$ cat src/cpu_pkg.sv
package cpu_pkg;

    typedef logic [31:0] Word_t;
    typedef logic [63:0] Doubleword_t;
    typedef logic [4:0]  Reg_addr_t;
    typedef logic [31:0] Inst_addr_t;

    // decoded operations handled by execute
    typedef enum logic [5:0] {
        OP_NOP,
        OP_AND, OP_ANDI, OP_OR, OP_ORI, OP_XOR, OP_XORI, OP_NOR,
        OP_SLL, OP_SLLV, OP_SRL, OP_SRLV, OP_SRA, OP_SRAV,
        OP_LUI,
        OP_MOVN, OP_MOVZ,
        OP_ADD, OP_ADDI, OP_ADDU, OP_ADDIU, OP_SUB, OP_SUBU,
        OP_SLT, OP_SLTI, OP_SLTU, OP_SLTIU,
        OP_MUL, OP_MULT, OP_MULTU,
        OP_MFHI, OP_MFLO, OP_MTHI, OP_MTLO,
        OP_JAL, OP_JALR
    } Oper_t;

    typedef struct packed {
        Word_t hi;
        Word_t lo;
    } Hilo_t;

    // instruction as it leaves decode
    typedef struct packed {
        Oper_t      oper;
        Inst_addr_t pc;
        Word_t      reg1;
        Word_t      reg2;
        logic       wreg_write;
        Reg_addr_t  wreg_addr;
    } Issue_t;

    // id/ex payload, valid rides next to the instruction
    typedef struct packed {
        logic   valid;
        Issue_t issue;
    } Idex_t;

    typedef struct packed {
        logic      wreg_write;
        Reg_addr_t wreg_addr;
        Word_t     wreg_data;
        logic      whilo;
        Hilo_t     hilo;
    } Ex_out_t;

    // ex/mem payload
    typedef struct packed {
        logic    valid;
        Ex_out_t res;
    } Exmem_t;

    typedef struct packed {
        logic      wreg_write;
        Reg_addr_t wreg_addr;
        Word_t     wreg_data;
    } Wb_t;

    function automatic logic needs_write_hilo(Oper_t oper);
        return (oper == OP_MULT) || (oper == OP_MULTU) ||
               (oper == OP_MTHI) || (oper == OP_MTLO);
    endfunction

endpackage

$ cat src/ex_alu.sv
`timescale 1ns/1ns

module ex_alu (
    input  cpu_pkg::Oper_t      oper_i,
    input  cpu_pkg::Inst_addr_t pc_i,
    input  cpu_pkg::Word_t      reg1_i,
    input  cpu_pkg::Word_t      reg2_i,
    output cpu_pkg::Word_t      data_o,
    output logic                write_o
);

    import cpu_pkg::*;

    Word_t add_res;
    Word_t sub_res;
    Word_t link_addr;
    logic  signed_lt;
    logic  unsigned_lt;
    logic  reg2_zero;

    // no overflow trap, add and addu behave the same
    assign add_res = reg1_i + reg2_i;
    assign sub_res = reg1_i - reg2_i;

    // sign bits decide unless they agree, then the difference does
    assign signed_lt   = (reg1_i[31] != reg2_i[31]) ? reg1_i[31] : sub_res[31];
    assign unsigned_lt = (reg1_i < reg2_i);

    assign reg2_zero = (reg2_i == '0);

    // return address skips the delay slot
    assign link_addr = pc_i + 32'd8;

    always_comb begin
        data_o  = '0;
        write_o = 1'b1;
        case (oper_i)
            OP_AND, OP_ANDI: begin
                data_o = reg1_i & reg2_i;
            end
            OP_OR, OP_ORI: begin
                data_o = reg1_i | reg2_i;
            end
            OP_XOR, OP_XORI: begin
                data_o = reg1_i ^ reg2_i;
            end
            OP_NOR: begin
                data_o = ~(reg1_i | reg2_i);
            end
            // shift amount comes from reg1
            OP_SLL, OP_SLLV: begin
                data_o = reg2_i << reg1_i[4:0];
            end
            OP_SRL, OP_SRLV: begin
                data_o = reg2_i >> reg1_i[4:0];
            end
            OP_SRA, OP_SRAV: begin
                data_o = $signed(reg2_i) >>> reg1_i[4:0];
            end
            OP_LUI: begin
                data_o = {reg2_i[15:0], 16'h0000};
            end
            // conditional moves drop the write when the test fails
            OP_MOVN: begin
                write_o = !reg2_zero;
                data_o  = reg2_zero ? '0 : reg1_i;
            end
            OP_MOVZ: begin
                write_o = reg2_zero;
                data_o  = reg2_zero ? reg1_i : '0;
            end
            OP_ADD, OP_ADDI, OP_ADDU, OP_ADDIU: begin
                data_o = add_res;
            end
            OP_SUB, OP_SUBU: begin
                data_o = sub_res;
            end
            OP_SLT, OP_SLTI: begin
                data_o = {31'b0, signed_lt};
            end
            OP_SLTU, OP_SLTIU: begin
                data_o = {31'b0, unsigned_lt};
            end
            OP_JALR: begin
                data_o = link_addr;
            end
            // jal always writes r31
            OP_JAL: begin
                write_o = 1'b1;
                data_o  = link_addr;
            end
            default: begin
                data_o = '0;
            end
        endcase
    end

endmodule

$ cat src/ex_mult.sv
`timescale 1ns/1ns

module ex_mult (
    input  logic                 signed_i,
    input  cpu_pkg::Word_t       a_i,
    input  cpu_pkg::Word_t       b_i,
    output cpu_pkg::Doubleword_t product_o
);

    import cpu_pkg::*;

    Word_t       a_mag;
    Word_t       b_mag;
    Doubleword_t mag_product;
    logic        neg_result;

    // unsigned multiply of magnitudes, sign applied afterwards
    assign a_mag = (signed_i && a_i[31]) ? -a_i : a_i;
    assign b_mag = (signed_i && b_i[31]) ? -b_i : b_i;

    assign neg_result = signed_i && (a_i[31] ^ b_i[31]);

    always_comb begin
        mag_product = Doubleword_t'(a_mag) * Doubleword_t'(b_mag);
        if (neg_result) begin
            product_o = -mag_product;
        end else begin
            product_o = mag_product;
        end
    end

endmodule

$ cat src/ex_stage.sv
`timescale 1ns/1ns

module ex_stage (
    input  cpu_pkg::Issue_t  ex_i,
    input  cpu_pkg::Ex_out_t mem_i,
    input  cpu_pkg::Ex_out_t wb_i,
    input  cpu_pkg::Hilo_t   hilo_i,
    output cpu_pkg::Ex_out_t result_o
);

    import cpu_pkg::*;

    Word_t       alu_data;
    logic        alu_write;
    Doubleword_t product;
    Hilo_t       hilo_cur;

    ex_alu u_ex_alu (
        .oper_i  (ex_i.oper),
        .pc_i    (ex_i.pc),
        .reg1_i  (ex_i.reg1),
        .reg2_i  (ex_i.reg2),
        .data_o  (alu_data),
        .write_o (alu_write)
    );

    // multu is the only unsigned product
    ex_mult u_ex_mult (
        .signed_i  (ex_i.oper != OP_MULTU),
        .a_i       (ex_i.reg1),
        .b_i       (ex_i.reg2),
        .product_o (product)
    );

    // newest hi/lo wins: mem stage, then wb stage, then the register
    always_comb begin
        if (mem_i.whilo) begin
            hilo_cur = mem_i.hilo;
        end else if (wb_i.whilo) begin
            hilo_cur = wb_i.hilo;
        end else begin
            hilo_cur = hilo_i;
        end
    end

    always_comb begin
        result_o.wreg_addr = ex_i.wreg_addr;
        result_o.wreg_data = alu_data;
        result_o.whilo     = needs_write_hilo(ex_i.oper);
        result_o.hilo      = hilo_cur;

        case (ex_i.oper)
            OP_MOVN, OP_MOVZ, OP_JAL: result_o.wreg_write = alu_write;
            default:                  result_o.wreg_write = ex_i.wreg_write;
        endcase

        case (ex_i.oper)
            OP_MFHI:            result_o.wreg_data = hilo_cur.hi;
            OP_MFLO:            result_o.wreg_data = hilo_cur.lo;
            OP_MUL:             result_o.wreg_data = product[31:0];
            OP_MULT, OP_MULTU:  result_o.hilo = product;
            OP_MTHI:            result_o.hilo.hi = ex_i.reg1;
            OP_MTLO:            result_o.hilo.lo = ex_i.reg1;
            default: begin
            end
        endcase

        // hi/lo writers never touch the register file
        if (result_o.whilo) begin
            result_o.wreg_write = 1'b0;
            result_o.wreg_addr  = '0;
        end
    end

endmodule

$ cat src/ex_unit_top.sv
`timescale 1ns/1ns

module ex_unit_top (
    input  logic            clk,
    input  logic            rst,
    input  logic            issue_valid_i,
    input  cpu_pkg::Issue_t issue_i,
    output cpu_pkg::Wb_t    wb_o,
    output logic            wb_valid_o,
    output cpu_pkg::Hilo_t  hilo_o
);

    import cpu_pkg::*;

    Idex_t   idex_bubble;
    Idex_t   idex_d;
    Idex_t   idex_q;
    Ex_out_t ex_result;
    Exmem_t  exmem_d;
    Exmem_t  exmem_q;
    Ex_out_t memwb_q;
    Hilo_t   hilo_q;

    // empty slot is a nop that writes nothing
    always_comb begin
        idex_bubble = '0;
        idex_bubble.issue.oper = OP_NOP;
    end

    assign idex_d  = issue_valid_i ? Idex_t'{valid: 1'b1, issue: issue_i} : idex_bubble;
    assign exmem_d = '{valid: idex_q.valid, res: ex_result};

    pipe_reg #(.T(Idex_t)) u_idex_reg (
        .clk      (clk),
        .rst      (rst),
        .d_i      (idex_d),
        .bubble_i (idex_bubble),
        .q_o      (idex_q)
    );

    ex_stage u_ex_stage (
        .ex_i     (idex_q.issue),
        .mem_i    (exmem_q.res),
        .wb_i     (memwb_q),
        .hilo_i   (hilo_q),
        .result_o (ex_result)
    );

    pipe_reg #(.T(Exmem_t)) u_exmem_reg (
        .clk      (clk),
        .rst      (rst),
        .d_i      (exmem_d),
        .bubble_i ('0),
        .q_o      (exmem_q)
    );

    // mem stage only passes the result through
    pipe_reg #(.T(Ex_out_t)) u_memwb_reg (
        .clk      (clk),
        .rst      (rst),
        .d_i      (exmem_q.res),
        .bubble_i ('0),
        .q_o      (memwb_q)
    );

    hilo_reg u_hilo_reg (
        .clk    (clk),
        .rst    (rst),
        .we_i   (memwb_q.whilo),
        .hilo_i (memwb_q.hilo),
        .hilo_o (hilo_q)
    );

    assign wb_o.wreg_write = exmem_q.res.wreg_write;
    assign wb_o.wreg_addr  = exmem_q.res.wreg_addr;
    assign wb_o.wreg_data  = exmem_q.res.wreg_data;
    assign wb_valid_o      = exmem_q.valid;
    assign hilo_o          = hilo_q;

endmodule

$ cat src/hilo_reg.sv
`timescale 1ns/1ns

module hilo_reg (
    input  logic           clk,
    input  logic           rst,
    input  logic           we_i,
    input  cpu_pkg::Hilo_t hilo_i,
    output cpu_pkg::Hilo_t hilo_o
);

    import cpu_pkg::*;

    Hilo_t hilo_q;

    // architectural copy, written at the end of wb
    always_ff @(posedge clk) begin
        if (rst) begin
            hilo_q <= '0;
        end else if (we_i) begin
            hilo_q <= hilo_i;
        end
    end

    assign hilo_o = hilo_q;

endmodule

$ cat src/pipe_reg.sv
`timescale 1ns/1ns

module pipe_reg #(
    parameter type T = logic
) (
    input  logic clk,
    input  logic rst,
    input  T     d_i,
    input  T     bubble_i,
    output T     q_o
);

    T q;

    // advances every cycle, reset leaves a bubble behind
    always_ff @(posedge clk) begin
        if (rst) begin
            q <= bubble_i;
        end else begin
            q <= d_i;
        end
    end

    assign q_o = q;

endmodule

$ cat config.mk
export PLATFORM = sky130hd
export DESIGN_NAME = ex_unit_top
export DESIGN_NICKNAME = d
export VERILOG_FILES = /design/src/cpu_pkg.sv /design/src/ex_alu.sv /design/src/ex_mult.sv /design/src/ex_stage.sv /design/src/ex_unit_top.sv /design/src/hilo_reg.sv /design/src/pipe_reg.sv
export SDC_FILE = /design/constraint.sdc
export NUM_CORES = 2
export LEC_CHECK = 0
export BUFFER_PORTS_ARGS = -buffer_cell sky130_fd_sc_hd__clkbuf_2
export CAP_MARGIN = 0
export CORE_AREA = 2 2 314 316
export DETAILED_ROUTE_END_ITERATION = 12
export DIE_AREA = 0 0 316 318
export PLACE_DENSITY = 0.83
export SYNTH_ARGS = -nofsm -noshare
export SYNTH_HDL_FRONTEND = slang
export SYNTH_SLANG_ARGS = --single-unit
$ cat constraint.sdc
create_clock -name clk -period 11.35 [get_ports clk]
set_clock_uncertainty 0.15 [all_clocks]
set_input_delay 0.5675 -clock clk [delete_from_list [all_inputs] [get_ports clk]]
set_output_delay 0.5675 -clock clk [all_outputs]
set_load 0.03 [all_outputs]
Word level (Yosys, flattened, before mapping)
Index checks and enable logic that the tools add are counted.
- register bits: 342
- bits in latches: 0
- memory bits (writable): 0
- bits in read-only memories: 0
- logic and storage cells: 111
- memories: 0
- add/subtract/negate cells: 6
- multiply operators: 1
- divide/modulo/power cells: 0
- $lt $le $gt $ge: 1
- equal/unequal tests: 37
- shifts and indexed selects: 3
- muxes and demuxes: 15
- bitwise logic cells: 6
- reduce and logical (&&, ||, !) cells: 23
- operator list (kind ; count):
    case mux 32 bit (15 select lines) ; 1
    two-way mux 64 bit ; 3
    two-way mux 32 bit ; 4
    case mux 32 bit (2 select lines) ; 2
    two-way mux 109 bit ; 1
    == test 6 x 5 -> 1 bit, second input constant ; 16
    case mux 32 bit (3 select lines) ; 1
    multiplier 32 x 32 -> 64 bit ; 1
    negator 32 bit ; 2
    negator 64 bit ; 1
    == test 6 x 4 -> 1 bit, second input constant ; 8
    adder 32 bit ; 1
    adder 32 x 4 -> 32 bit, second input constant ; 1
    bitwise AND 32 bit ; 1
    zero test 32 bit ; 1
    less-than comparator 32 bit ; 1
    inverter 32 bit ; 1
    OR 32 bit ; 1
    left shift 32 x 5 -> 32 bit ; 1
    right shift 32 x 5 -> 32 bit ; 1
    >>> shifter 32 x 5 -> 32 bit ; 1
    subtractor 32 bit ; 1
    bitwise XOR 32 bit ; 1
    OR reduction 2 bit ; 13
    other kinds (15) ; 27

Longest topological paths before layout
- depth after elaboration: 7
- gate-level depth with buffers: 43

By module
Synthesis repeated with hierarchy kept, for this count alone.
- cells, all modules: 7297
- area total of the unflattened synthesis: 62253.5 µm²
- by module, submodules not included (module ; instances ; cells each ; area an instance (µm²)):
    ex_mult ; 1 ; 4295 ; 35740.5
    ex_alu ; 1 ; 1522 ; 9965.8
    pipe_reg at u_exmem_reg ; 1 ; 220 ; 3592.2
    pipe_reg at u_idex_reg ; 1 ; 230 ; 3525.9
    pipe_reg at u_memwb_reg ; 1 ; 217 ; 3323.2
    ex_stage ; 1 ; 487 ; 3061.7
    hilo_reg ; 1 ; 206 ; 2290.9
    ex_unit_top ; 1 ; 120 ; 753.2

Worst setup path after synthesis
OpenSTA, ideal clock, no wires.
- path type: register -> register
- from: register u_idex_reg.q (netlist bit u_idex_reg.q_o[39])
- to: register u_exmem_reg.q (netlist bit u_exmem_reg.q_o[61])
- library setup time: 71 ps
- data arrival time: 11350 ps
- data required time: 11129 ps
- path slack: -220 ps
- cell stages (with the launch flop): 40
- period minus slack after synthesis: 11570 ps
- path through: dfxtp_1 > clkbuf_1 > inv_2 > clkbuf_1 > clkbuf_1 > ha_1 > nand4_1 > or4_1 > nor2_1 > nand2_1 > nor2_1 > a41oi_1 > xnor2_1 > clkbuf_1 > nand2_1 > fa_1 > fa_1 > fa_1 > [4 not listed] > fa_1 > inv_1 > fa_1 > inv_1 > ha_1 > a21o_1 > a21o_1 > a211oi_1 > o21bai_1 > or2_2 > o221a_2 > a2111oi_4 > or3b_1 > or4b_1 > buf_4 > nor3_4 > mux2_1 > a21oi_1
- word-level cells in the longest chain between the ends: 6
- ends and longest elaborated chain (element ; RTL line ; RTL):
    start: declaration ; pipe_reg.sv:13 ; T q;
    start signal: assignment ; pipe_reg.sv:18 ; q <= bubble_i;
    start signal: assignment ; pipe_reg.sv:20 ; q <= d_i;
    negator 32 bit ; ex_mult.sv:18 ; assign a_mag = (signed_i && a_i[31]) ? -a_i : a_i;
    two-way mux 32 bit (*) ; ex_mult.sv:18 ;
    multiplier 32 x 32 -> 64 bit (*) ; ex_mult.sv:24 ; mag_product = Doubleword_t'(a_mag) * Doubleword_t'(b_mag);
    negator 64 bit ; ex_mult.sv:26 ; product_o = -mag_product;
    two-way mux 64 bit (*) ; ex_mult.sv:25 ; if (neg_result) begin
    case mux 32 bit (2 select lines) (*) ; ex_stage.sv:57 ; case (ex_i.oper)
    end signal: assignment ; pipe_reg.sv:18 ;
    end signal: assignment ; pipe_reg.sv:20 ;
    end: declaration ; pipe_reg.sv:13 ;
Mark *: on every way between the ends. The rest lies on a longest branch, timed or not.
A chain may end at the register's enable or synchronous reset.

Worst setup path in the final report
- from: register u_idex_reg.q (netlist bit u_idex_reg.q_o[106])
- to: register u_exmem_reg.q (netlist bit u_exmem_reg.q_o[61])
- word-level cells in the longest chain between the ends: 7
- elaborated cells between the ends (all ways): 14
- those cells by class: add/sub (1); mul (1); eq/ne (4); mux (4); reduce/logical (4)
- ends and longest elaborated chain (element ; RTL line ; RTL):
    != test 6 x 5 -> 1 bit ; ex_stage.sv:29 ; .signed_i (ex_i.oper != OP_MULTU),
    logical AND 1 bit (on tied branches) ; ex_mult.sv:18, ex_mult.sv:19 ;
    two-way mux 32 bit (on tied branches) ; ex_mult.sv:18, ex_mult.sv:19 ;
    multiplier 32 x 32 -> 64 bit ; ex_mult.sv:24 ;
    negator 64 bit ; ex_mult.sv:26 ;
    two-way mux 64 bit ; ex_mult.sv:25 ;
    case mux 32 bit (2 select lines) (*) ; ex_stage.sv:57 ;
Marked as above.

==> impl_metrics.env <==
export IMPL_synth_cells=6846
export IMPL_drt_iter0_markers=7783
export IMPL_maxSlewHeadroom_pct=-3.163
export IMPL_pwr_share_comb_pct=77.2
export IMPL_cts_sinks=342
export IMPL_cts_tree="yes"
export IMPL_ir_drop_uv=242.3
export IMPL_synth_simple_area_share_pct=17.67
export IMPL_clockRootBuffer="clkbuf_16"
export IMPL_num_io_pins=214
export IMPL_maxCapViolCount=1
export IMPL_clockBufferDepth=3
export IMPL_synth_area_per_cell_sq_um=8.300
export IMPL_numCtsBuffers=34
export IMPL_sw_frac_of_total_pct=49.64
export IMPL_synthArstFlopShare_pct=0
export IMPL_final_cells=8749
export IMPL_core_area_sq_um=97410
export IMPL_grt_pass1_vias=56006
export IMPL_timing_final_crit_share_pct=98.14
export IMPL_insertion_delay_ns=0.59
export IMPL_seq_area_sq_um=6860
export IMPL_grt_use_total_pct=51.59
export IMPL_drive_gt1_share_pct=17.03
export IMPL_placedCellCount=8657
export IMPL_p_per_area_nw_per_um2=161.0
export IMPL_rows=115
export IMPL_io_buffers=213
export IMPL_die_w_microns=316
export IMPL_cp_top_family="adder cells"
export IMPL_finalHoldViolations=0
export IMPL_start_kind="register"
export IMPL_synthFlopType="dfxtp_1"
export IMPL_internal_power_uw=5341
export IMPL_synth_top_cell_area_share_pct=31.67
export IMPL_dr_pass1_iters=7
export IMPL_synth_mux_area_share_pct=4.611
export IMPL_multiInputGateArea_sq_um=45120
export IMPL_vias=56734
export IMPL_place_congestion=1.146
export IMPL_hpwlAfterDp_mm=216.4
export IMPL_power_total_uw=10610
export IMPL_fp_dieH_microns=318
export IMPL_yosys_warnings=0
export IMPL_cp_required_ns=11.71
export IMPL_setup_viol=0
export IMPL_syn_area_sq_um=56820
export IMPL_period_minus_slack_ns=11.14
export IMPL_wl_per_cell_microns=29.90
export IMPL_grt_pass1_wl_mm=373.9
export IMPL_h_tree_depth=2
export IMPL_synth_edff_count=0
export IMPL_ys_ff_latch=342
export IMPL_grt_ovfl_total=0
export IMPL_slew_violations=3
export IMPL_fmax_mhz=89.78
export IMPL_syn_nets=8219
export IMPL_power_switching_uw=5266
export IMPL_grt_max_degree=110
export IMPL_synthAdderAreaFrac_pct=39.66
export IMPL_synth_compound_gate_area_share_pct=12.69
export IMPL_endpoint_kind="register"
export IMPL_yosysUniqueCellTypes=106
export IMPL_dieArea_sq_um=100500
export IMPL_cp_num_buf_inv=4
export IMPL_synth_xor_area_share_pct=3.637
export IMPL_fillCellCount=7762
export IMPL_yosysTopAreaCell="fa_1"
export IMPL_slowest_stage="xnor2_2"
export IMPL_worst_slew_pin_slew_ns=1.538
export IMPL_path_class="reg -> reg"
export IMPL_drtAntennaViolNets=0
export IMPL_drc=0
export IMPL_vias_per_cell=6.485
export IMPL_synthTopCellsByCount="inv_1, nor2_1, fa_1"
export IMPL_yosysMostFrequentCell="inv_1"
export IMPL_max_stage_delay_ns=0.72
export IMPL_worstPathMaxFanout=9
export IMPL_p_clk_share_pct=11.0
export IMPL_p_leak_uw=0.03096
export IMPL_hold_path_class="in -> reg"
export IMPL_antenna_found_initial=16
export IMPL_start_util_pct=58.33
export IMPL_violations="capacitance limit, slew limit"
export IMPL_totalWireLength_mm=261.6
export IMPL_seqPwrFrac_pct=11.8
export IMPL_nNetsFinal=8790
export IMPL_hold_buffers=0
export IMPL_ys_seq_area_share_pct=12.05
export IMPL_clk_pin_slew_worst_paths_ns=0.07
export IMPL_crit_arrival_ns=11.50
export IMPL_crit_top_cell="fa_1"
export IMPL_final_setup_tns_ns=0
export IMPL_yosys_top_cells_area="fa_1, dfxtp_1, ha_1"
export IMPL_synth_top_family_by_area="adder cells"
export IMPL_status="finished, violations left"
export IMPL_syn_to_final_growth_pct=15.91
## cells by family (layout without fill, tap and decap cells)
| group | after synthesis | after routing |
|---|---|---|
| compound gates | 1090 | 1090 |
| xor+xnor | 236 | 236 |
| fa+ha+maj | 1262 | 1262 |
| buf+inv | 1417 | 2012 |
| flops | 342 | 342 |
| mux | 242 | 242 |
| other cells | 0 | 21 |
| simple gates | 2257 | 2257 |
## state kept, by name, summed over array words and instances, names as in the netlist
name and flops:
u_idex_reg.q_o 109, u_hilo_reg.hilo_o 64, u_memwb_reg.q_o 65, u_exmem_reg.q_o 104
## metrics by stage
step                instance area, sq um  hold WS [ns]  setup WS, ns  utilization, %
global placement                   64310        0.2568      -0.03688           66.02
detailed placement                 64320        0.2677       0.05671           66.03
CTS                                65440       0.01675       0.05446           67.18
global route                       65810       0.03300      -0.04042           67.56
floorplan                          56830        0.2557       0.04169               -
finish                             65860       0.02110        0.2111           67.61
## power groups by stage
stage | clock (uW) | combinational (uW) | sequential [uW]
finish | 1170 | 8190 | 1250
global route | 1200 | 8610 | 1250
CTS | 1160 | 7930 | 1250
detailed placement | 0 | 7860 | 1280
global placement | 0 | 7780 | 1280
floorplan | 0 | 4020 | 1270
## area by class of cell
cell class	instances	area share (%)
diodes	21	0.07979
clock buffers	47	1.457
clock inverters	13	0.2356
inverters	984	5.608
multi-input cells	5087	68.51
flip-flops and latches	342	10.42
well taps	1287	2.445
repair buffers	968	11.25
## path summary, 6_finish.rpt
path | slack (ns) | end | start | depth (start not counted)
setup / recovery | 0.21 | u_exmem_reg.q_o[61]$_SDFF_PP0_ | u_idex_reg.q_o[106]$_SDFF_PP0_ | 32
hold / removal | 0.02 | u_idex_reg.q_o[12]$_SDFF_PP0_ | issue_i[12] | 2
setup reg to reg | 0.21 | u_exmem_reg.q_o[61]$_SDFF_PP0_ | u_idex_reg.q_o[106]$_SDFF_PP0_ | 32
hold reg to reg | 0.28 | u_exmem_reg.q_o[97]$_SDFF_PP0_ | u_idex_reg.q_o[0]$_SDFF_PP0_ | 1
## routing by layer
metal / vias up / track usage, % / wire length [microns]
li1: 23145 / - / -
met1: 27714 / 63.26 / 89830
met2: 4568 / 74.20 / 108500
met3: 1293 / 20.84 / 39380
met4: 14 / 34.67 / 23590
met5: - / 0.7737 / 241
## layout by cell type, fill, tap and decap left out, types with 144 or more instances in the layout
cell type and count:
mux2i_1 146, inv_1 980, o21ai_0 218, buf_4 698, a21oi_1 290, fa_1 899, nor2_1 914, clkbuf_2 212
ha_1 363, nand2_1 716, and2_1 144, xnor2_1 146, nor2b_1 146, dfxtp_1 335
## timing repair
action                     4_1_cts  5_1_grt
setup endpoints to repair        2       34
setup buffers                    0       11
pin swaps                        0        8
resized for setup                1       50
hold endpoints to repair         0        0
No activity file was read; power rests on OpenSTA's default activity.
